--- src/design/psg_voice_pkg.sv ---
`default_nettype none

package psg_voice_pkg;

	// ============================================================
	// Voice datapath widths
	// ============================================================

	localparam int PHASE_W = 16;
	localparam int SAMPLE_W = 12;
	localparam int VOL_W = 4;

	// Phase accumulator, wraps modulo 2^16
	typedef logic [PHASE_W-1:0] phase_t;

	// Phase increment added once per sample period
	typedef logic [PHASE_W-1:0] freq_t;

	// Unsigned wave table sample
	typedef logic [SAMPLE_W-1:0] sample_t;

	// Volume, 0 is silent and 15 is 15/16 of full scale
	typedef logic [VOL_W-1:0] volume_t;

	// ============================================================
	// Voice engine sequencer
	// ============================================================

	// IDLE while disabled, STEP while waiting for the next tick,
	// FETCH while walking the voices, FLUSH while the last read is in flight
	typedef enum logic [1:0] {
		IDLE,
		STEP,
		FETCH,
		FLUSH
	} engine_state_e;

endpackage

`default_nettype wire

--- src/design/psg_voice_engine.sv ---
`default_nettype none

module psg_voice_engine #(
	parameter int NUM_VOICES = 3,
	parameter int WAVE_AW = 10,
	parameter int SAMPLE_DIV = 32,
	localparam int VOICE_W = (NUM_VOICES > 1) ? $clog2(NUM_VOICES) : 1
) (
	input  wire clk_i,
	input  wire arst_n_i,
	input  wire enable_i,
	input  wire [NUM_VOICES*psg_voice_pkg::PHASE_W-1:0] freq_i,
	output logic tbl_rd_o,
	output logic [WAVE_AW-1:0] tbl_idx_o,
	output logic sample_valid_o,
	output logic [VOICE_W-1:0] voice_o,
	output logic frame_end_o
);
	import psg_voice_pkg::*;

	localparam int DIV_W = $clog2(SAMPLE_DIV);
	localparam logic [DIV_W-1:0] DIV_LAST = DIV_W'(SAMPLE_DIV - 1);
	localparam logic [VOICE_W-1:0] LAST_VOICE = VOICE_W'(NUM_VOICES - 1);

	logic [DIV_W-1:0] div_cnt;
	logic tick;
	engine_state_e state;
	logic [VOICE_W-1:0] cur;
	phase_t phase_q [NUM_VOICES];
	phase_t cur_phase;
	freq_t cur_freq;

	// ============================================================
	// Sample period timer
	// ============================================================

	// Held at zero while disabled, so the first tick comes a full
	// period after enable rises
	always_ff @(posedge clk_i or negedge arst_n_i)
	begin
		if (!arst_n_i)
			div_cnt <= '0;
		else if (!enable_i || tick)
			div_cnt <= '0;
		else
			div_cnt <= div_cnt + 1'b1;
	end

	assign tick = enable_i && (div_cnt == DIV_LAST);

	// ============================================================
	// Voice sequencer and phase accumulators
	// ============================================================

	assign cur_phase = phase_q[cur];
	assign cur_freq = freq_i[cur*PHASE_W +: PHASE_W];

	// The table index is the top of the phase before this frame's step
	assign tbl_rd_o = (state == FETCH);
	assign tbl_idx_o = cur_phase[PHASE_W-1 -: WAVE_AW];

	// One voice per clock in FETCH, then one cycle for the last read
	// Disabling drops everything back to phase zero
	always_ff @(posedge clk_i or negedge arst_n_i)
	begin
		if (!arst_n_i)
		begin
			state <= IDLE;
			cur <= '0;
			for (int v = 0; v < NUM_VOICES; v++)
				phase_q[v] <= '0;
		end
		else if (!enable_i)
		begin
			state <= IDLE;
			cur <= '0;
			for (int v = 0; v < NUM_VOICES; v++)
				phase_q[v] <= '0;
		end
		else
		begin
			case (state)
				IDLE:
					state <= STEP;
				STEP:
					if (tick)
						state <= FETCH;
				FETCH:
				begin
					// Phase wraps modulo 2^16 by width
					phase_q[cur] <= cur_phase + cur_freq;
					if (cur == LAST_VOICE)
					begin
						cur <= '0;
						state <= FLUSH;
					end
					else
						cur <= cur + 1'b1;
				end
				FLUSH:
					state <= STEP;
				default:
					state <= IDLE;
			endcase
		end
	end

	// ============================================================
	// Sample tags
	// ============================================================

	// Delayed one cycle so they line up with the registered table data
	always_ff @(posedge clk_i or negedge arst_n_i)
	begin
		if (!arst_n_i)
		begin
			sample_valid_o <= 1'b0;
			voice_o <= '0;
			frame_end_o <= 1'b0;
		end
		else if (!enable_i)
		begin
			sample_valid_o <= 1'b0;
			voice_o <= '0;
			frame_end_o <= 1'b0;
		end
		else
		begin
			sample_valid_o <= tbl_rd_o;
			voice_o <= cur;
			frame_end_o <= tbl_rd_o && (cur == LAST_VOICE);
		end
	end

	// The previous frame has drained by the time the next tick fires
	a_one_frame : assert property (
		@(posedge clk_i) disable iff (!arst_n_i)
		tick |-> (state == STEP)
	) else $error("tick fired while a frame was still in progress");

endmodule

`default_nettype wire

--- config.mk ---
export PLATFORM = sky130hd
export DESIGN_NAME = psg_voice_engine
export DESIGN_NICKNAME = d
export VERILOG_FILES = /design/src/design/psg_voice_pkg.sv /design/src/design/psg_voice_engine.sv
export SDC_FILE = /design/constraint.sdc
export NUM_CORES = 1
export LEC_CHECK = 0
export ABC_CLOCK_PERIOD_IN_PS = 5100
export CAP_MARGIN = 5
export CORE_ASPECT_RATIO = 1.4
export CORE_MARGIN = 2
export CORE_UTILIZATION = 52
export CTS_BUF_LIST = sky130_fd_sc_hd__clkbuf_16
export DETAILED_ROUTE_END_ITERATION = 10
export DONT_BUFFER_PORTS = 1
export PLACE_DENSITY = 0.67
export SLEW_MARGIN = 20
export SYNTH_ARGS = -nofsm -noshare
export SYNTH_HDL_FRONTEND = slang
export SYNTH_SLANG_ARGS = --single-unit
export TNS_END_PERCENT = 50
--- constraint.sdc ---
create_clock -name clk_i -period 5.1 [get_ports clk_i]
set_clock_uncertainty 0.15 [all_clocks]
set_input_delay 1.02 -clock clk_i [delete_from_list [all_inputs] [get_ports clk_i]]
set_output_delay 1.02 -clock clk_i [all_outputs]
set_load 0.01 [all_outputs]
Yosys cells after proc, flatten, opt, wreduce, memory -nomap -nowiden
Index checks and enable logic that the tools add are counted.
{"block": "totals", "ff_bits": 61, "in_bits": 51, "word_cells": 51}
{"block": "classes", "n_addsub": 3, "order_cmp": 2, "n_eq_ne": 8, "shift": 1, "muxes": 19, "n_bitwise": 1, "n_reduce_logical": 8}
{"cell": "$mux 48", "n": 2}
{"cell": "$bwmux 48", "n": 1}
{"cell": "$mux 16", "n": 3}
{"cell": "$shiftx 48x7->16", "n": 1}
{"cell": "$bmux 16 s2", "n": 1}
{"cell": "$demux 16 s2", "n": 1}
{"cell": "$add 16x16->16", "n": 1}
{"cell": "$mux 2", "n": 7}
{"cell": "$eq 2x2->1 const B", "n": 3}
{"cell": "$pmux 2 s3", "n": 1}
{"cell": "$add 5x1->5 const B", "n": 1}
{"cell": "$eq 5x5->1 const B", "n": 1}
{"cell": "$mux 5", "n": 1}
{"cell": "$ge 3x3->1 const B", "n": 1}
{"cell": "$logic_and 1x1->1", "n": 3}
{"cell": "$lt 3x1->1 const B", "n": 1}
{"cell": "$ne 3x2->1 const B", "n": 1}
{"cell": "$ne 3x3->1 const B", "n": 1}
{"cell": "$not 2->3", "n": 1}
{"cell": "$add 2x1->2 const B", "n": 1}
{"cell": "$eq 2x1->1 const B", "n": 1}
{"cell": "$logic_not 2->1", "n": 1}
{"cell": "$mux 1", "n": 2}
{"cell": "$ne 2x1->1 const B", "n": 1}
{"cell": "other kinds (4)", "n": 4}

Depth between registers and ports, before layout
{"block": "depth", "ltp_word": 8, "depth_mapped": 13, "mapped_depth_nobuf": 11}

Least setup slack after synthesis
No wires, ideal clock.
{"block": "synth_path", "kind": "input -> register", "from": "input port freq_i[32] (netlist name)", "to": "register phase_q[12] (netlist name)", "arrival_ns": 3.015, "required_ns": 4.829, "setup_slack_ns": 1.814, "stages": 10, "cell_sequence": "mux2i_1 > o21ai_0 > ha_1 > fa_1 > a21o_1 > a311oi_2 > nor2_1 > a41oi_2 > a211oi_1 > a22o_1"}
{"block": "synth_via", "elab_chain_len": 5}
{"item": "start, declared", "line_no": "psg_voice_engine.sv:12", "text": "input wire [NUM_VOICES*psg_voice_pkg::PHASE_W-1:0] freq_i,"}
{"item": "$shiftx 48x7->16", "line_no": "psg_voice_engine.sv:56", "text": "assign cur_freq = freq_i[cur*PHASE_W +: PHASE_W];"}
{"item": "$add 16x16->16", "line_no": "psg_voice_engine.sv:91", "text": "phase_q[cur] <= cur_phase + cur_freq;"}
{"item": "$bwmux 48", "line_no": "psg_voice_engine.sv:91"}
{"item": "$mux 48", "line_no": "psg_voice_engine.sv:82", "text": "case (state)"}
{"item": "$mux 48", "line_no": "psg_voice_engine.sv:73", "text": "else if (!enable_i)"}
{"item": "end signal, assigned by index", "line_no": "psg_voice_engine.sv:91"}
{"item": "end, declared", "line_no": "psg_voice_engine.sv:29", "text": "phase_t phase_q [NUM_VOICES];"}
Every way passes these cells. The select of a mux whose other input is x is not followed.
A chain may end at the register's enable or synchronous reset.

Final worst setup path
{"block": "layout_path", "from": "register cur[1]", "to": "register phase_q[45] (netlist name)"}
{"block": "layout_via", "elab_chain_len": 8, "elab_cells_between_ends": 14, "classes_between": "1 x add/sub; 2 x order compare; 1 x shift; 8 x mux; 1 x bitwise; 1 x reduce/logical"}
{"item": "start, declared", "line_no": "psg_voice_engine.sv:28", "text": "logic [VOICE_W-1:0] cur;"}
{"item": "start signal, assigned", "line_no": "psg_voice_engine.sv:98", "text": "cur <= cur + 1'b1;"}
{"item": "$not 2->3 (implied by the code)", "line_no": "psg_voice_engine.sv:55", "text": "assign cur_phase = phase_q[cur];"}
{"item": "$bmux 16 s2", "line_no": "psg_voice_engine.sv:55"}
{"item": "$mux 16 (implied by the code) (2 in a row)", "line_no": "psg_voice_engine.sv:55"}
{"item": "via tbl_idx_o[0]", "line_no": "psg_voice_engine.sv:14", "text": "output logic [WAVE_AW-1:0] tbl_idx_o,"}
{"item": "$add 16x16->16", "line_no": "psg_voice_engine.sv:91"}
{"item": "$bwmux 48", "line_no": "psg_voice_engine.sv:91"}
{"item": "$mux 48", "line_no": "psg_voice_engine.sv:82"}
{"item": "$mux 48", "line_no": "psg_voice_engine.sv:73"}
The timed path passes the listed nets, and every way through them passes these cells. The select of a mux whose other input is x is not followed.

==> impl_results.md <==
- Clk Latency, worst-skew pair: 330 ps
- Flops & latches, synth: 61
- Origin of the critical flop-to-flop path: cur[1]
- # nets final: 441
- WP data required: 5170 ps
- Most frequent cells in the layout: 60 x dfrtp_1, 51 x nand2_1, 49 x o21ai_0
- Clock sinks: 61
- Vias in the first global route: 2936
- Minimum clock period: 3770 ps
- Part of the power in combinational logic: 35.6%
- Crit Reg-Reg Endpoint: phase_q[45]
- Hold crit path type: input pin to async pin
- Post-Syn Area: 3660 um2
- Final WL: 9.14 mm
- R2r setup slk: 1330 ps
- P_sw: 0.716 mW
- Main synth FF type: dfrtp_1
- RSZ-0062 raised after global routing: no
- GPL Wtd Cong: 0.846
- Final Non-Filler Cells: 469
- First-pass GRT wire length: 14.7 mm
- F_max: 265 MHz
- Startpoint Class: register
- DIE WIDTH: 74.9 um
- CP arrival: 3840 ps
- Sequential fraction of design power: 28.9%
- Crit end category: register
- Antenna Cells: 0
- # placed instances: 453
- DR vias: 2899
- CP max FO: 22
- R2R depth: 10
- Fin. max-slew vios: 0
- CTS tree: built
- Synth Instances: 374
- Grt ovf: 0
- VDD IR max: 0.226 mV
- DR DRC count: 0
- Fin Setup TNS: 0 ps
- Die Ht: 103 um
- Register area share after synthesis: 41.7%
- Total of max-cap violations: 0
- Critical path endpoint: phase_q[45]
- Unique masters post-synth: 42
- PostCTS Resize Cnt: 0
- Hpwl dp: 6.10 mm
- Critical path startpoint: cur[1]
- Status: complete, no violations
- Layout cells sized above 1: 8.02%
- Power Internal: 1.25 mW
- Num ports: 66
- Largest net degree at the start of global routing: 62
- Core area: 6890 um2
- Net Sw Frac: 36.3%
- Least-Margin Pin Slew: 968 ps
- H-tree Lvls: 3
- Vias per cell: 6.18
- Leak: 1.77 nW
- Area leader, netlist: dfrtp_1
- EDFF count, synth: 0
- Routed WL per cell: 19.5 um
- Synth area leaders: dfrtp_1 42%, a22o_1 9.3%, mux2i_1 9.3%
- Initial cell density of the core: 53.1%
- Ys Warns: 0
- Cts bufs inserted: 9
- Die area: 7740 um2
- Gr usage total: 25.8%
- Power Density: 482 nW/um2
- # setup viols final: 0
- Initial antenna violation count: 0
- Rows: 36
- Syn nets: 446
- Post-CTS Setup Bufs: 0
- Kind of critical path: register to register
- Final worst path period share: 74.0%
- Syn avg cell area: 9.79 um2
- DR pass1 iterations: 4
- Slew HR: 35.1%
- Clock share of power: 35.4%
- Layout area overhead: 11.6%
- Hold Vio Cnt, Final: 0
- Most common cell after layout, fill and taps aside: dfrtp_1
- Area share of the largest cell type after synthesis: 41.7%
- Worst-path clk slew: 50 ps
- CTS max path bufs: 2
- Asr flop ratio synth: 100%
- Clock root cell: clkbuf_16
- # hold bufs at CTS: 0
- Number of fill cells: 589
- I/O Buffers: 0
- DRT antenna net count: 0
- Initial drt markers: 191
## layer usage
layer	wire length [um]	GRT usage [%]	vias up	share of wire (%)
li1	-	-	1357	-
met2	4420	41.0	101	48
met4	184	11.8	0	2.0
met5	0	0	-	0
met1	4000	33.6	1427	44
met3	544	5.52	14	5.9
## worst min-delay path by stage
stage,depth (start not counted),start,endpoint
final,0,arst_n_i,phase_q[0]
after detailed placement,1,div_cnt[0],div_cnt[0]
after global routing,0,arst_n_i,phase_q[41]
after CTS,0,arst_n_i,state[1]
after global placement,1,div_cnt[0],div_cnt[0]
after floorplan,1,div_cnt[0],div_cnt[0]
## synthesized netlist by cell type, types with 4 or more instances
cell      instances
xnor2_1           8
nor2b_1           6
nand2_1          51
ha_1             20
nor2_1           10
inv_1             7
xor2_1            5
buf_2             4
dfrtp_1          61
mux2i_1          34
a22o_1           39
clkbuf_1         17
o21ai_0          49
a21oi_1          14
## power groups by stage
stage | clock, mW | sequential (mW) | combinational, mW
after detailed placement | 0 | 0.577 | 0.687
after global placement | 0 | 0.576 | 0.672
final | 0.699 | 0.571 | 0.702
after global routing | 0.728 | 0.575 | 0.777
after CTS | 0.703 | 0.570 | 0.693
after floorplan | 0 | 0.565 | 0.546
## stage by stage
| stage | power [mW] | area (um2) | util, % | worst slack (ps) | hold WS, ps |
|---|---|---|---|---|---|
| 2_1_floorplan | 1.11 | 3660 | - | 1810 | 283 |
| 3_3_place_gp | 1.25 | 3740 | 54.3 | 1350 | 295 |
| 3_5_place_dp | 1.26 | 3750 | 54.4 | 1370 | 310 |
| 4_1_cts | 1.97 | 4090 | 59.3 | 1340 | 224 |
| 5_1_grt | 2.08 | 4090 | 59.3 | 1060 | 219 |
| 6_report | 1.97 | 4090 | 59.3 | 1330 | 232 |
## cell families after synthesis
kind of cell	after synthesis	synth area share [%]
AO/OA/AOI/OAI	128	24.4
XOR/XNOR	13	3.11
adder cells (fa/ha/maj)	21	7.38
buffers and inverters	30	3.42
flip-flops	61	41.7
multiplexers	34	9.30
AND/OR/NAND/NOR	87	10.7
## state kept, by name (all words and copies together) (netlist names)
register and flops:
voice_o 2, phase_q 48, cur 2, frame_end_o 1
sample_valid_o 1, state 2, div_cnt 5
## area by class of cell
class | count | area [um2] | share of cell area (%)
clock buffer | 9 | 225 | 5.51
clock inverter | 7 | 114 | 2.79
inverter | 7 | 26.3 | 0.643
multi-input combinational | 283 | 2020 | 49.5
sequential | 61 | 1530 | 37.4
tap | 95 | 119 | 2.91
timing repair buffer | 7 | 52.6 | 1.29
## worst max-delay path: stages, from the launching register on
cell and delay [ps]:
dfrtp_2 790, buf_4 430, mux2i_1 120, o21ai_0 470, ha_1 380, a21oi_1 220, o22ai_1 120, nor2_2 210
a21oi_1 130, or3_1 360, a32o_1 270
No activity file was read; power rests on OpenSTA's default activity.
