$ cat config.mk
export PLATFORM = sky130hd
export DESIGN_NAME = psg_bus_decode
export DESIGN_NICKNAME = d
export VERILOG_FILES = /design/src/design/psg_bus_pkg.sv /design/src/design/psg_voice_pkg.sv /design/src/design/psg_bus_decode.sv
export SDC_FILE = /design/constraint.sdc
export NUM_CORES = 1
export LEC_CHECK = 0
export BUFFER_PORTS_ARGS = -buffer_cell sky130_fd_sc_hd__buf_4
export CELL_PAD_IN_SITES_DETAIL_PLACEMENT = 1
export CELL_PAD_IN_SITES_GLOBAL_PLACEMENT = 1
export CORE_ASPECT_RATIO = 0.9
export CORE_MARGIN = 2
export CORE_UTILIZATION = 40
export CTS_BUF_LIST = sky130_fd_sc_hd__clkbuf_8
export CTS_CLUSTER_SIZE = 24
export DETAILED_ROUTE_END_ITERATION = 8
export PLACE_DENSITY_LB_ADDON = 0.2
export SLEW_MARGIN = 15
export SYNTH_ARGS = -nofsm -noshare
export SYNTH_HDL_FRONTEND = slang
export SYNTH_SLANG_ARGS = --single-unit
$ cat constraint.sdc
create_clock -name clk_i -period 6.5 [get_ports clk_i]
set_clock_uncertainty 0.15 [all_clocks]
set_input_delay 1.95 -clock clk_i [delete_from_list [all_inputs] [get_ports clk_i]]
set_output_delay 1.95 -clock clk_i [all_outputs]
set_load 0.02 [all_outputs]
$ cat src/design/psg_bus_pkg.sv
`default_nettype none

package psg_bus_pkg;

	// ============================================================
	// Wishbone port widths
	// ============================================================

	localparam int WB_ADR_W = 16;
	localparam int WB_DAT_W = 16;

	// Byte address as the CPU drives it
	typedef logic [WB_ADR_W-1:0] wb_adr_t;

	// Every access moves a full word, there are no byte lanes
	typedef logic [WB_DAT_W-1:0] wb_dat_t;

	// ============================================================
	// Address split
	// ============================================================

	// The top address bit steers an access to the wave table
	localparam int TABLE_SEL_BIT = 15;

	// Bit 0 is the byte bit and never selects anything
	localparam int WORD_SEL_LSB = 1;

	// Word index into the register space, the bits below the table select
	localparam int REG_IDX_W = TABLE_SEL_BIT - WORD_SEL_LSB;
	typedef logic [REG_IDX_W-1:0] reg_idx_t;

	// Register map in word indices
	localparam reg_idx_t REG_CTRL = reg_idx_t'(0);
	localparam int CTRL_EN_BIT = 0;

	// Voice v has its frequency at REG_VOICE_BASE+2v and its volume one word above
	localparam reg_idx_t REG_VOICE_BASE = reg_idx_t'(1);

	// A table sample sits in the upper bits of a bus word with zeros below it
	localparam int SAMPLE_PAD_W = 4;

endpackage

`default_nettype wire

$ cat src/design/psg_voice_pkg.sv
`default_nettype none

package psg_voice_pkg;

	// ============================================================
	// Voice datapath widths
	// ============================================================

	localparam int PHASE_W = 16;
	localparam int SAMPLE_W = 12;
	localparam int VOL_W = 4;

	// Phase accumulator, wraps modulo 2^16
	typedef logic [PHASE_W-1:0] phase_t;

	// Phase increment added once per sample period
	typedef logic [PHASE_W-1:0] freq_t;

	// Unsigned wave table sample
	typedef logic [SAMPLE_W-1:0] sample_t;

	// Volume, 0 is silent and 15 is 15/16 of full scale
	typedef logic [VOL_W-1:0] volume_t;

	// ============================================================
	// Voice engine sequencer
	// ============================================================

	// IDLE while disabled, STEP while waiting for the next tick,
	// FETCH while walking the voices, FLUSH while the last read is in flight
	typedef enum logic [1:0] {
		IDLE,
		STEP,
		FETCH,
		FLUSH
	} engine_state_e;

endpackage

`default_nettype wire

$ cat src/design/psg_bus_decode.sv
`default_nettype none

module psg_bus_decode #(
	parameter int NUM_VOICES = 3,
	parameter int WAVE_AW = 10
) (
	input  wire clk_i,
	input  wire arst_n_i,
	input  wire cyc_i,
	input  wire stb_i,
	input  wire we_i,
	input  wire psg_bus_pkg::wb_adr_t adr_i,
	input  wire psg_bus_pkg::wb_dat_t dat_i,
	output psg_bus_pkg::wb_dat_t dat_o,
	output logic ack_o,
	output logic tbl_we_o,
	output logic [WAVE_AW-1:0] tbl_idx_o,
	output psg_voice_pkg::sample_t tbl_wdata_o,
	input  wire psg_voice_pkg::sample_t tbl_rdata_i,
	output logic enable_o,
	output logic [NUM_VOICES*psg_voice_pkg::PHASE_W-1:0] freq_o,
	output logic [NUM_VOICES*psg_voice_pkg::VOL_W-1:0] volume_o
);
	import psg_bus_pkg::*;
	import psg_voice_pkg::*;

	logic req;
	logic tbl_sel;
	reg_idx_t reg_idx;
	logic wr_fire;
	logic rd_wait;
	logic ack_done;
	logic ctrl_en_q;
	freq_t freq_q [NUM_VOICES];
	volume_t vol_q [NUM_VOICES];
	wb_dat_t reg_rdata;

	// Word index of the frequency register of voice v
	function automatic reg_idx_t freq_idx(input int v);
		return REG_VOICE_BASE + reg_idx_t'(2 * v);
	endfunction

	// Word index of the volume register of voice v
	function automatic reg_idx_t vol_idx(input int v);
		return REG_VOICE_BASE + reg_idx_t'(2 * v + 1);
	endfunction

	// ============================================================
	// Address decode
	// ============================================================

	assign req = cyc_i & stb_i;
	assign tbl_sel = adr_i[TABLE_SEL_BIT];
	assign reg_idx = adr_i[TABLE_SEL_BIT-1:WORD_SEL_LSB];

	// A write takes effect once, in the first cycle the request is seen
	assign wr_fire = req & we_i & ~ack_o & ~ack_done;

	// The table CPU port follows the bus address directly
	assign tbl_we_o = wr_fire & tbl_sel;
	assign tbl_idx_o = adr_i[WORD_SEL_LSB +: WAVE_AW];
	// Only the upper 12 bits of a written word are kept
	assign tbl_wdata_o = dat_i[WB_DAT_W-1:SAMPLE_PAD_W];

	// ============================================================
	// Acknowledge sequencer
	// ============================================================

	// Table reads wait one extra cycle for the registered memory output
	// After the ack the sequencer stays quiet until stb drops
	always_ff @(posedge clk_i or negedge arst_n_i)
	begin
		if (!arst_n_i)
		begin
			ack_o <= 1'b0;
			rd_wait <= 1'b0;
			ack_done <= 1'b0;
		end
		else if (!req)
		begin
			ack_o <= 1'b0;
			rd_wait <= 1'b0;
			ack_done <= 1'b0;
		end
		else if (ack_o)
		begin
			ack_o <= 1'b0;
			ack_done <= 1'b1;
		end
		else if (!ack_done)
		begin
			if (we_i || !tbl_sel || rd_wait)
			begin
				ack_o <= 1'b1;
				rd_wait <= 1'b0;
			end
			else
				rd_wait <= 1'b1;
		end
	end

	// ============================================================
	// Control and voice registers
	// ============================================================

	// Writes to indices outside the map fall through every compare
	always_ff @(posedge clk_i or negedge arst_n_i)
	begin
		if (!arst_n_i)
		begin
			ctrl_en_q <= 1'b0;
			for (int v = 0; v < NUM_VOICES; v++)
			begin
				freq_q[v] <= '0;
				vol_q[v] <= '0;
			end
		end
		else if (wr_fire && !tbl_sel)
		begin
			if (reg_idx == REG_CTRL)
				ctrl_en_q <= dat_i[CTRL_EN_BIT];
			for (int v = 0; v < NUM_VOICES; v++)
			begin
				if (reg_idx == freq_idx(v))
					freq_q[v] <= dat_i;
				if (reg_idx == vol_idx(v))
					vol_q[v] <= dat_i[VOL_W-1:0];
			end
		end
	end

	// Register readback, zero for unmapped indices
	always_comb
	begin
		reg_rdata = '0;
		if (reg_idx == REG_CTRL)
			reg_rdata[CTRL_EN_BIT] = ctrl_en_q;
		for (int v = 0; v < NUM_VOICES; v++)
		begin
			if (reg_idx == freq_idx(v))
				reg_rdata = freq_q[v];
			if (reg_idx == vol_idx(v))
				reg_rdata = wb_dat_t'(vol_q[v]);
		end
	end

	// Table data returns with four zero bits below the sample
	assign dat_o = tbl_sel ? {tbl_rdata_i, {SAMPLE_PAD_W{1'b0}}} : reg_rdata;

	assign enable_o = ctrl_en_q;

	// Flatten the per-voice registers for the engine and mixer
	for (genvar v = 0; v < NUM_VOICES; v++)
	begin : g_flat
		assign freq_o[v*PHASE_W +: PHASE_W] = freq_q[v];
		assign volume_o[v*VOL_W +: VOL_W] = vol_q[v];
	end

	// The master holds its request until it sees the ack
	a_ack_in_cycle : assert property (
		@(posedge clk_i) disable iff (!arst_n_i)
		ack_o |-> (cyc_i && stb_i)
	) else $error("ack_o high without an active cycle");

endmodule

`default_nettype wire

* Yosys cells after proc, flatten, opt, wreduce, memory -nomap -nowiden *
Cells that the tools add are included.

word-level totals
  flip-flop bits (word level) = 64
  bits of input ports = 49
  output and inout bits = 101

cells by class
  equal/unequal tests = 9
  multiplexer cells = 18
  bitwise gates (word level) = 7
  reduce and logical (&&, ||, !) cells = 13

operators with widths
  operator               number
  $mux W16               7
  $eq A14 B3 Y1 const B  3
  $eq A14 B2 Y1 const B  2
  $reduce_and A2 Y1      8
  $eq A14 B1 Y1 const B  1
  $logic_not A14 Y1      1
  $mux W1                11
  $ne A2 B2 Y1 const B   3
  $and A1 B1 Y1          5
  $logic_or A1 B1 Y1     2
  $not A1 Y1             2
  $logic_and A1 B1 Y1    1
  $logic_not A1 Y1       1

* Longest topological paths before layout *
Gate-level depths: netlist of the first run.

  depth after elaboration = 9
  mapped depth = 7
  mapped depth without buffers = 4

* Least setup slack after synthesis of the first run *
OpenSTA, ideal clock, no wires.

  path type = input to output
  start point = input port adr_i[2]
  end point = output port dat_o[1]
  arrival time = 3.505 ns
  path slack = 0.895 ns
  cell stages on the path = 6
  cell sequence = clkbuf_1 buf_1 a21oi_1 a2bb2oi_1 o22a_1 nor3_1

between the ends
  word-level cells in the longest chain between the ends = 8

RTL lines
  item           line                   text
  from (decl)    psg_bus_decode.sv:12   input wire psg_bus_pkg::wb_adr_t adr_i,
  $eq A14 B1 Y1  psg_bus_decode.sv:140  if (reg_idx == freq_idx(v))
  $mux W16       psg_bus_decode.sv:140
  $mux W16       psg_bus_decode.sv:142  if (reg_idx == vol_idx(v))
  $mux W16       psg_bus_decode.sv:140
  $mux W16       psg_bus_decode.sv:142
  $mux W16       psg_bus_decode.sv:140
  $mux W16 (*)   psg_bus_decode.sv:142
  $mux W16 (*)   psg_bus_decode.sv:148  assign dat_o = tbl_sel ? {tbl_rdata_i, {SAMPLE_PAD_W{1'b0}}} : reg_rdata;
  to (decl)      psg_bus_decode.sv:14   output psg_bus_pkg::wb_dat_t dat_o,

Every way passes the cells marked *; elsewhere a longest branch is shown, timed or not.

* Final worst setup path of the first run *
  start point = input port adr_i[2]
  end point = output port dat_o[14]

The elaborated chain is that of the path after synthesis.

==> run summary, run 1 <==
Together, buffers and inverters on the worst path number 2. The setup path with the least slack is of type in2out. The worst path in the final design needs a cycle of 6.12 ns, including I/O delays and setup. Averaged over all synthesized cells, the footprint is 12.2 sq um. In this run the worst path has a maximum fanout of 28. The number of setup buffers added after CTS is 0.

The number of nets still failing antenna checks after routing came out at 0. The number of nets handed over by synthesis was 327. The total power per unit cell area came out at between 150 and 200 mW/mm^2. The floorplan has 31 rows.

The cell at the root of the clock tree is sky130_fd_sc_hd__clkbuf_8. The slowest library cell on the worst path is sky130_fd_sc_hd__nor2_1. The number of global-route vias before repair is a little under 3000. The core outline area came out at 0.00811 sq mm. The clock network latency to the later pin of the worst-skew pair is between 0.3 and 0.4 ns. The H-tree generated during clock tree synthesis spans 3 levels.

In this run the worst hold path is classified as reg2reg. The number of cells produced by synthesis came out at ~280. The share of post-route cells with drive strength above 1 is 0.606.

The signal on the critical path passes through buf_4 -> nand2b_1 -> nor2_1 -> a22oi_1 -> o21ai_0 -> buf_4. Summed over all layers, the global routing overflow is 0. Summed over all nets, the half-perimeter wirelength after detailed placement is around 7000 um. The count of buffers inserted at the top-level ports came out at 148.

The die outline width is 101 um. In this run the tightest slew margin relative to its limit is 0.296. The initial antenna violation count came out at 0. The net total in the final layout is 453. Routability-driven placement finished with a final weighted congestion of 0.748. The number of violations reported at the end of detailed-routing iteration 0 is 54. The slew at the pin with the worst max-slew slack is roughly 1.0 ns. The number of sinks on the clock net came out at 64. The most common library cell in the layout ignoring fill and taps is sky130_fd_sc_hd__buf_4. The worst slack at placement came out at about 0.45 ns. 150 I/O pins were placed. The floorplan step set the die height to 91.2 um.

Summed over all failing endpoints, the final setup total negative slack is 0 ns. The buffer depth of the longest clock path came out at 2. TritonCTS built the clock tree. The pin count of the biggest net entering global routing is 65. 0 antenna diodes ended up in the layout.

Registers take 0.00160 sq mm. The summed instance area of the synthesized netlist came out at 0.00338 sq mm. The count of hold-fix buffers inserted at cts is 0. The average wire per cell in the routed design came out at 19.8 um. The worst setup path is captured at an output port.

The wire length after detailed routing is 10100 um. The share of the clock period used by the worst path came out at 0.941. The area growth from synthesis to layout is 36.4%.

The count of max-cap constraint violations came out at 0. The overall die area is 0.00920 sq mm. The worst-case IR drop observed on VDD is 0.0000948 V. The first-pass GRT wire length came out at around 16000 um. Synthesis inferred 64 register bits. The hold violation total from the final report is 0. The total global routing track utilization is 0.219. After detailed routing, the number of remaining DRC violations is 0. Hold is met by 0.341 ns. The largest single stage delay on the critical path is 0.85 ns. Detailed routing inserted a total of roughly 2800 vias.

The filler cells instantiated in the layout total 901. The number of unique standard cell types used by synthesis came out at 34. The number of buffers created by CTS came out at 9.

In the synthesized netlist the dominant register cell turns out to be sky130_fd_sc_hd__dfrtp_1. On the critical path the largest part of the delay comes from simple AND/OR/NAND/NOR gates. The post-CTS resize count came out at 0. The worst setup path is launched from an input port. The proportion of synthesized flip-flops having asynchronous set or reset came out at 1.00. Timing would allow up to 0.164 GHz. In the routed layout, each cell is associated on average with a via count of 5.43. The worst-case setup margin in the final layout came out at 0.384 ns. Setup repair after global routing left no endpoint under its margin. The initial core utilization is 0.417.

The number of warning messages in the yosys log is 0. Leaving out fill and tap cells, the most frequent cells in the layout are sky130_fd_sc_hd__buf_4, sky130_fd_sc_hd__mux2_2, sky130_fd_sc_hd__dfrtp_1. The critical path data required time came out at 4.40 ns.

The total count of max-transition violations in the final report came to 0. The final number of setup-violating endpoints is 0. The most prevalent standard cell on the critical path is sky130_fd_sc_hd__buf_4. The share of the Yosys chip area taken by registers is 0.474. The multi-input combinational cells in the finished layout cover a total of 0.00151 sq mm. The static leakage power is about 2.4 nW. The first detailed-routing pass took 4 iterations.

The count of flip-flops with a built-in enable after synthesis came out at 0. The flow ran to the end, and the final reports show no timing, DRC or antenna violations. The critical path arrival came out at between 4 and 5 ns. The clock-pin slew on the worst setup and hold paths is around 0.070 ns.
## worst paths after layout
path / startpoint / to / slack [ns] / depth (start not counted)
max in group asynchronous: arst_n_i / freq_o[9] / 4.12 / 1
worst min-delay path: ack_done / ack_o / 0.34 / 1
min in group asynchronous: arst_n_i / freq_o[16] / 1.54 / 1
worst max-delay path: adr_i[2] / dat_o[14] / 0.38 / 6
worst max register to register: ack_o / volume_o[3] / 3.69 / 4
worst min register to register: ack_done / ack_o / 0.34 / 1
## state kept, by name, summed over array words and instances (netlist names)
| name | cells |
|---|---|
| rd_wait | 1 |
| ack_o | 1 |
| volume_o | 12 |
| enable_o | 1 |
| freq_o | 48 |
| ack_done | 1 |
## metrics by stage
| stage | cells | cell area (sq um) | power (W) | util |
|---|---|---|---|---|
| global route | 508 | 4610 | 0.000912 | 0.568 |
| global placement | 492 | 4390 | 0.000505 | 0.541 |
| floorplan | 278 | 3380 | 0.000456 | - |
| finish | 508 | 4610 | 0.000880 | 0.568 |
| CTS | 508 | 4610 | 0.000889 | 0.568 |
| detailed placement | 492 | 4390 | 0.000507 | 0.541 |
## cell families after synthesis
group                  Yosys count  share of synthesized area
muxes                           81                      0.279
DFF                             64                      0.474
and+or+nand+nor                 52                     0.0900
AOI/OAI and AO/OA               41                     0.0781
buffers and inverters           40                     0.0792
## routing by layer
layer	vias to the layer above	wire [um]	GRT usage
met5	-	0	0
met4	0	156	0.0788
met3	13	838	0.0577
met2	113	5020	0.364
met1	1385	4050	0.273
li1	1247	-	-
## synthesized netlist by cell type (3+ instances only)
library cell | instances | area [sq um]
sky130_fd_sc_hd__buf_4 | 22 | 165
sky130_fd_sc_hd__o21ai_0 | 14 | 70.1
sky130_fd_sc_hd__mux2_4 | 10 | 150
sky130_fd_sc_hd__nand2b_1 | 4 | 25.0
sky130_fd_sc_hd__clkbuf_1 | 7 | 26.3
sky130_fd_sc_hd__inv_1 | 3 | 11.3
sky130_fd_sc_hd__mux2_2 | 64 | 721
sky130_fd_sc_hd__nor2_1 | 8 | 30.0
sky130_fd_sc_hd__a22oi_1 | 12 | 90.1
sky130_fd_sc_hd__nor4_1 | 7 | 43.8
sky130_fd_sc_hd__nor3_1 | 6 | 30.0
sky130_fd_sc_hd__dfrtp_1 | 64 | 1600
sky130_fd_sc_hd__buf_2 | 3 | 15.0
sky130_fd_sc_hd__mux2i_1 | 6 | 60.1
sky130_fd_sc_hd__a21oi_1 | 7 | 35.0
sky130_fd_sc_hd__nand2_1 | 15 | 56.3
## area by class of cell
cell class / instances / area share
clock inverter: 7 / 0.0209
tap: 99 / 0.0269
inverter: 3 / 0.00244
sequential: 64 / 0.348
clock buffer: 9 / 0.0269
timing repair buffer: 152 / 0.248
multi-input combinational: 174 / 0.328
## where the power goes
group | switching [W] | internal (W)
combinational | 0.0000572 | 0.0000420
sequential | 0.000000694 | 0.000399
clock | 0.000165 | 0.000216
total | 0.000223 | 0.000657
## worst reg2reg max path, cell delays in order, from the launching register on
cell	delay (ns)
sky130_fd_sc_hd__dfrtp_1	0.42
sky130_fd_sc_hd__nor2_1	0.22
sky130_fd_sc_hd__nand4_1	0.47
sky130_fd_sc_hd__nor4_1	1.03
sky130_fd_sc_hd__mux2_2	0.42
No activity file was read; power rests on OpenSTA's default activity.
==> run 2, diff against run 1 <==
--- a/config.mk
+++ b/config.mk
@@ -10,10 +10,11 @@
 export CELL_PAD_IN_SITES_GLOBAL_PLACEMENT = 1
 export CORE_ASPECT_RATIO = 0.9
 export CORE_MARGIN = 2
-export CORE_UTILIZATION = 40
+export CORE_UTILIZATION = 37
 export CTS_BUF_LIST = sky130_fd_sc_hd__clkbuf_8
 export CTS_CLUSTER_SIZE = 24
 export DETAILED_ROUTE_END_ITERATION = 8
+export GPL_TIMING_DRIVEN = 0
 export PLACE_DENSITY_LB_ADDON = 0.2
 export SLEW_MARGIN = 15
 export SYNTH_ARGS = -nofsm -noshare
==> constraint.sdc (replaced) <==
create_clock -name clk_i -period 6.9 [get_ports clk_i]
set_clock_uncertainty 0.15 [all_clocks]
set_input_delay 2.07 -clock clk_i [delete_from_list [all_inputs] [get_ports clk_i]]
set_output_delay 2.07 -clock clk_i [all_outputs]
set_load 0.02 [all_outputs]
==> run summary, run 2 (same netlist as run 1, synthesis figures left out) <==
The run finished with clean final reports. The reg2reg setup slack is 4.06 ns (+0.37 ns). The share of the clock period used by the worst path is 0.906. The number of buffers created by CTS came to 9 (unchanged).

The standard-cell row count came out at 33 (+6.5%). In this run the most critical hold path is launched from ack_done. The total congestion overflow after global routing is 0 (unchanged). The initial core utilization was 0.375 (-0.0414).

The total count of max-transition violations in the final report came out at 0 (unchanged). The wire length after detailed routing came out at 10700 um (+6.1%). The tree is rooted in a sky130_fd_sc_hd__clkbuf_8.

The count of hold-fix buffers inserted at cts came out at 0 (unchanged). The worst hold slack across all endpoints is 0.318 ns (-0.0232 ns). The logic depth of the worst register-to-register path came to 4 (unchanged).

STA classifies the critical path endpoint as an output port. The most prevalent standard cell on the critical path is sky130_fd_sc_hd__clkbuf_1. The worst min-delay path endpoint is ack_o. The number of setup buffers added after CTS came out at 0 (unchanged). The total power per unit cell area is 173 mW/mm^2 (-9.2%). The slew at the pin with the worst max-slew slack is 1.16 ns (+0.111 ns). The TritonCTS clock tree is built. The longest individual stage delay on the worst path is 0.50 ns (-0.35 ns). The die outline width came out at 105 um (+3.8%). The cell count of the worst hold path is 1 (unchanged). The maximum fanout encountered on the critical timing path is 10 (-64%). The net total in the final layout came to 484 (+6.8%). The part of the total power dissipated in combinational logic is 0.124 (+0.011).

The hold violation total from the final report is 0 (unchanged). The register share of total power came to 0.448 (-0.006). The clock network latency to the later pin of the worst-skew pair was 0.33 ns (about the same). The clock-pin slew on the worst setup and hold paths came out at 0.06 ns (about the same). The worst setup path is of the in2out kind. The switching part of the total power came out at 0.235 (-0.0181). The library cell used most frequently in the layout, excluding fill and tap cells, is sky130_fd_sc_hd__buf_4. The kind of start point of the critical path is an input port. The overall die area is 0.00992 sq mm (+7.8%). The critical path data required time is 4.68 ns (+0.28 ns).

The worst max-slew margin expressed relative to the limit is 0.221 (-0.0750). The path class of the tightest hold or removal check is reg2reg. The pin count of the biggest net entering global routing was 65 (unchanged).

In this run the critical register-to-register path is captured at volume_o[1]. The number of remaining DRC errors was 0 (unchanged). The number of global-route vias before repair is 2990 (+2.1%). The clock period minus final worst setup slack is 6.25 ns.

The final sum of negative setup slack was 0 ns (unchanged). The number of vias after detailed routing is 2843 (+3.1%). The number of nets still failing antenna checks after routing came out at 0 (unchanged). The top cell types in the final layout, fill and taps aside, are sky130_fd_sc_hd__buf_4, sky130_fd_sc_hd__mux2_2, sky130_fd_sc_hd__dfrtp_1. The share of post-route cells with drive strength above 1 is 0.610 (+0.00412). The final number of setup-violating endpoints came out at 0 (unchanged). The flip-flop count of the largest register, all copies and words added was 48 (unchanged).

The internal portion of total power is 0.000643 W (-2.2%). The number of ports placed on the die boundary is 150 (unchanged). The post-CTS resize count came out at 0 (unchanged).

The buffering stage count on the worst path with inverters included was 3 (+1). The buffer depth of the longest clock path came out at 2 (unchanged). The via density per instance is 5.07 (-6.7%). The critical path arrival is 4.03 ns (about the same). The cell family contributing the most delay on the critical path is buffers and inverters.

The count of max-cap constraint violations is 0 (unchanged). The peak clock frequency supported by timing came out at about 0.16 GHz. The portion of total power attributed to the clock network came out at 0.428 (-0.006). Setup repair after global routing left no endpoint under its margin. The average wire per cell in the routed design is 19.1 um (-3.9%). The total global routing track utilization came out at 0.221 (+0.00267). The worst slack at placement is 0.707 ns (+0.255 ns). The sum of net half-perimeters after detailed placement is 8010 um (+13%). The number of standard cells in the layout, taps in and fillers out is 561 (+10%).

The switching power came out at 0.000198 W (-11%). The core outline area is 0.00900 sq mm (+11%). The number of detailed-routing iterations run before antenna repair came to 4 (unchanged).

The final weighted congestion in routability-driven placement came out at 0.854 (+14%). The worst reg2reg path startpoint is ack_o. Walking the worst path, the cells encountered are clkbuf_1 -> nand2b_1 -> nor2_1 -> clkbuf_1 -> a22oi_1 -> o21ai_0 -> buf_4. The worst supply voltage drop on vdd is 0.000101 V (+6.0%).

The static leakage power is 2.55 nW (+5.2%). For this design, the slowest cell found on the critical path is sky130_fd_sc_hd__clkbuf_1. The number of sinks on the clock net came to 64 (unchanged).

The antenna diode instance count came to 0 (unchanged). The first-pass GRT wire length came out at 16700 um (+7.7%). The worst-case setup margin in the final layout is 0.652 ns (+0.267 ns). The number of placed instances, taps included is 546 (+11%). The maximum level of the CTS H-tree is 3 (unchanged). The initial antenna violation count was 0 (unchanged). The synthesis-to-finish area growth is 43.5%.

The count of buffers inserted at the top-level ports is 146 (-1.4%). The die height is 94.7 um (+3.8%). The number of violations reported at the end of detailed-routing iteration 0 is 110 (+100%).
[run 2: cell types whose count changed in the layout (fill, tap and decap cells not counted), moves of 2 or more]
cell and change:
sky130_fd_sc_hd__buf_1 +2, sky130_fd_sc_hd__buf_2 +3, sky130_fd_sc_hd__clkbuf_1 +7, sky130_fd_sc_hd__clkinv_4 -3, sky130_fd_sc_hd__buf_6 +2, sky130_fd_sc_hd__clkbuf_8 +2, sky130_fd_sc_hd__buf_4 +16
[run 2: worst max path at each step]
| stage | cells past startpoint | startpoint | slack [ns] | end |
|---|---|---|---|---|
| 2_1_floorplan | 6 | adr_i[2] | 1.05 | dat_o[1] |
| 3_3_place_gp | 7 | adr_i[2] | 0.73 | dat_o[10] |
| 3_5_place_dp | 7 | adr_i[2] | 0.71 | dat_o[10] |
| 4_1_cts | 7 | adr_i[2] | 0.69 | dat_o[10] |
| 5_1_grt | 7 | adr_i[2] | 0.49 | dat_o[10] |
| 6_report | 7 | adr_i[2] | 0.65 | dat_o[10] |
[run 2: layout make-up]
class / count / area [sq um]
repair buffers: 146 / 1100
multi-input cells: 174 / 1510
clock buffers: 11 / 151
plain buffers: 37 / 256
inverters: 3 / 11.3
well taps: 122 / 153
flip-flops and latches: 64 / 1600
clock inverters: 4 / 68.8
fillers: 1002 / 4150
[run 2: power by group through the flow]
stage,Combinational (W),Sequential [W],Clock (W)
floorplan,0.0000460,0.000384,0
global placement,0.000103,0.000383,0
detailed placement,0.000105,0.000383,0
CTS,0.000106,0.000376,0.000371
global route,0.000113,0.000376,0.000386
finish,0.000105,0.000376,0.000360
[run 2: per-stage QoR]
stage | utilization | cell area [sq um] | power [W]
final | 0.539 | 4850 | 0.000841
after global routing | 0.539 | 4850 | 0.000875
after CTS | 0.539 | 4850 | 0.000853
after detailed placement | 0.514 | 4630 | 0.000489
after global placement | 0.514 | 4630 | 0.000486
after floorplan | - | 3380 | 0.000430
[run 2: metal layers]
| metal | GRT usage | part of all wire | wire, um | vias up |
|---|---|---|---|---|
| li1 | - | - | - | 1309 |
| met1 | 0.282 | 0.43 | 4640 | 1414 |
| met2 | 0.370 | 0.49 | 5190 | 110 |
| met3 | 0.0663 | 0.066 | 709 | 10 |
| met4 | 0.0600 | 0.014 | 148 | 0 |
| met5 | 0 | 0 | 0 | - |
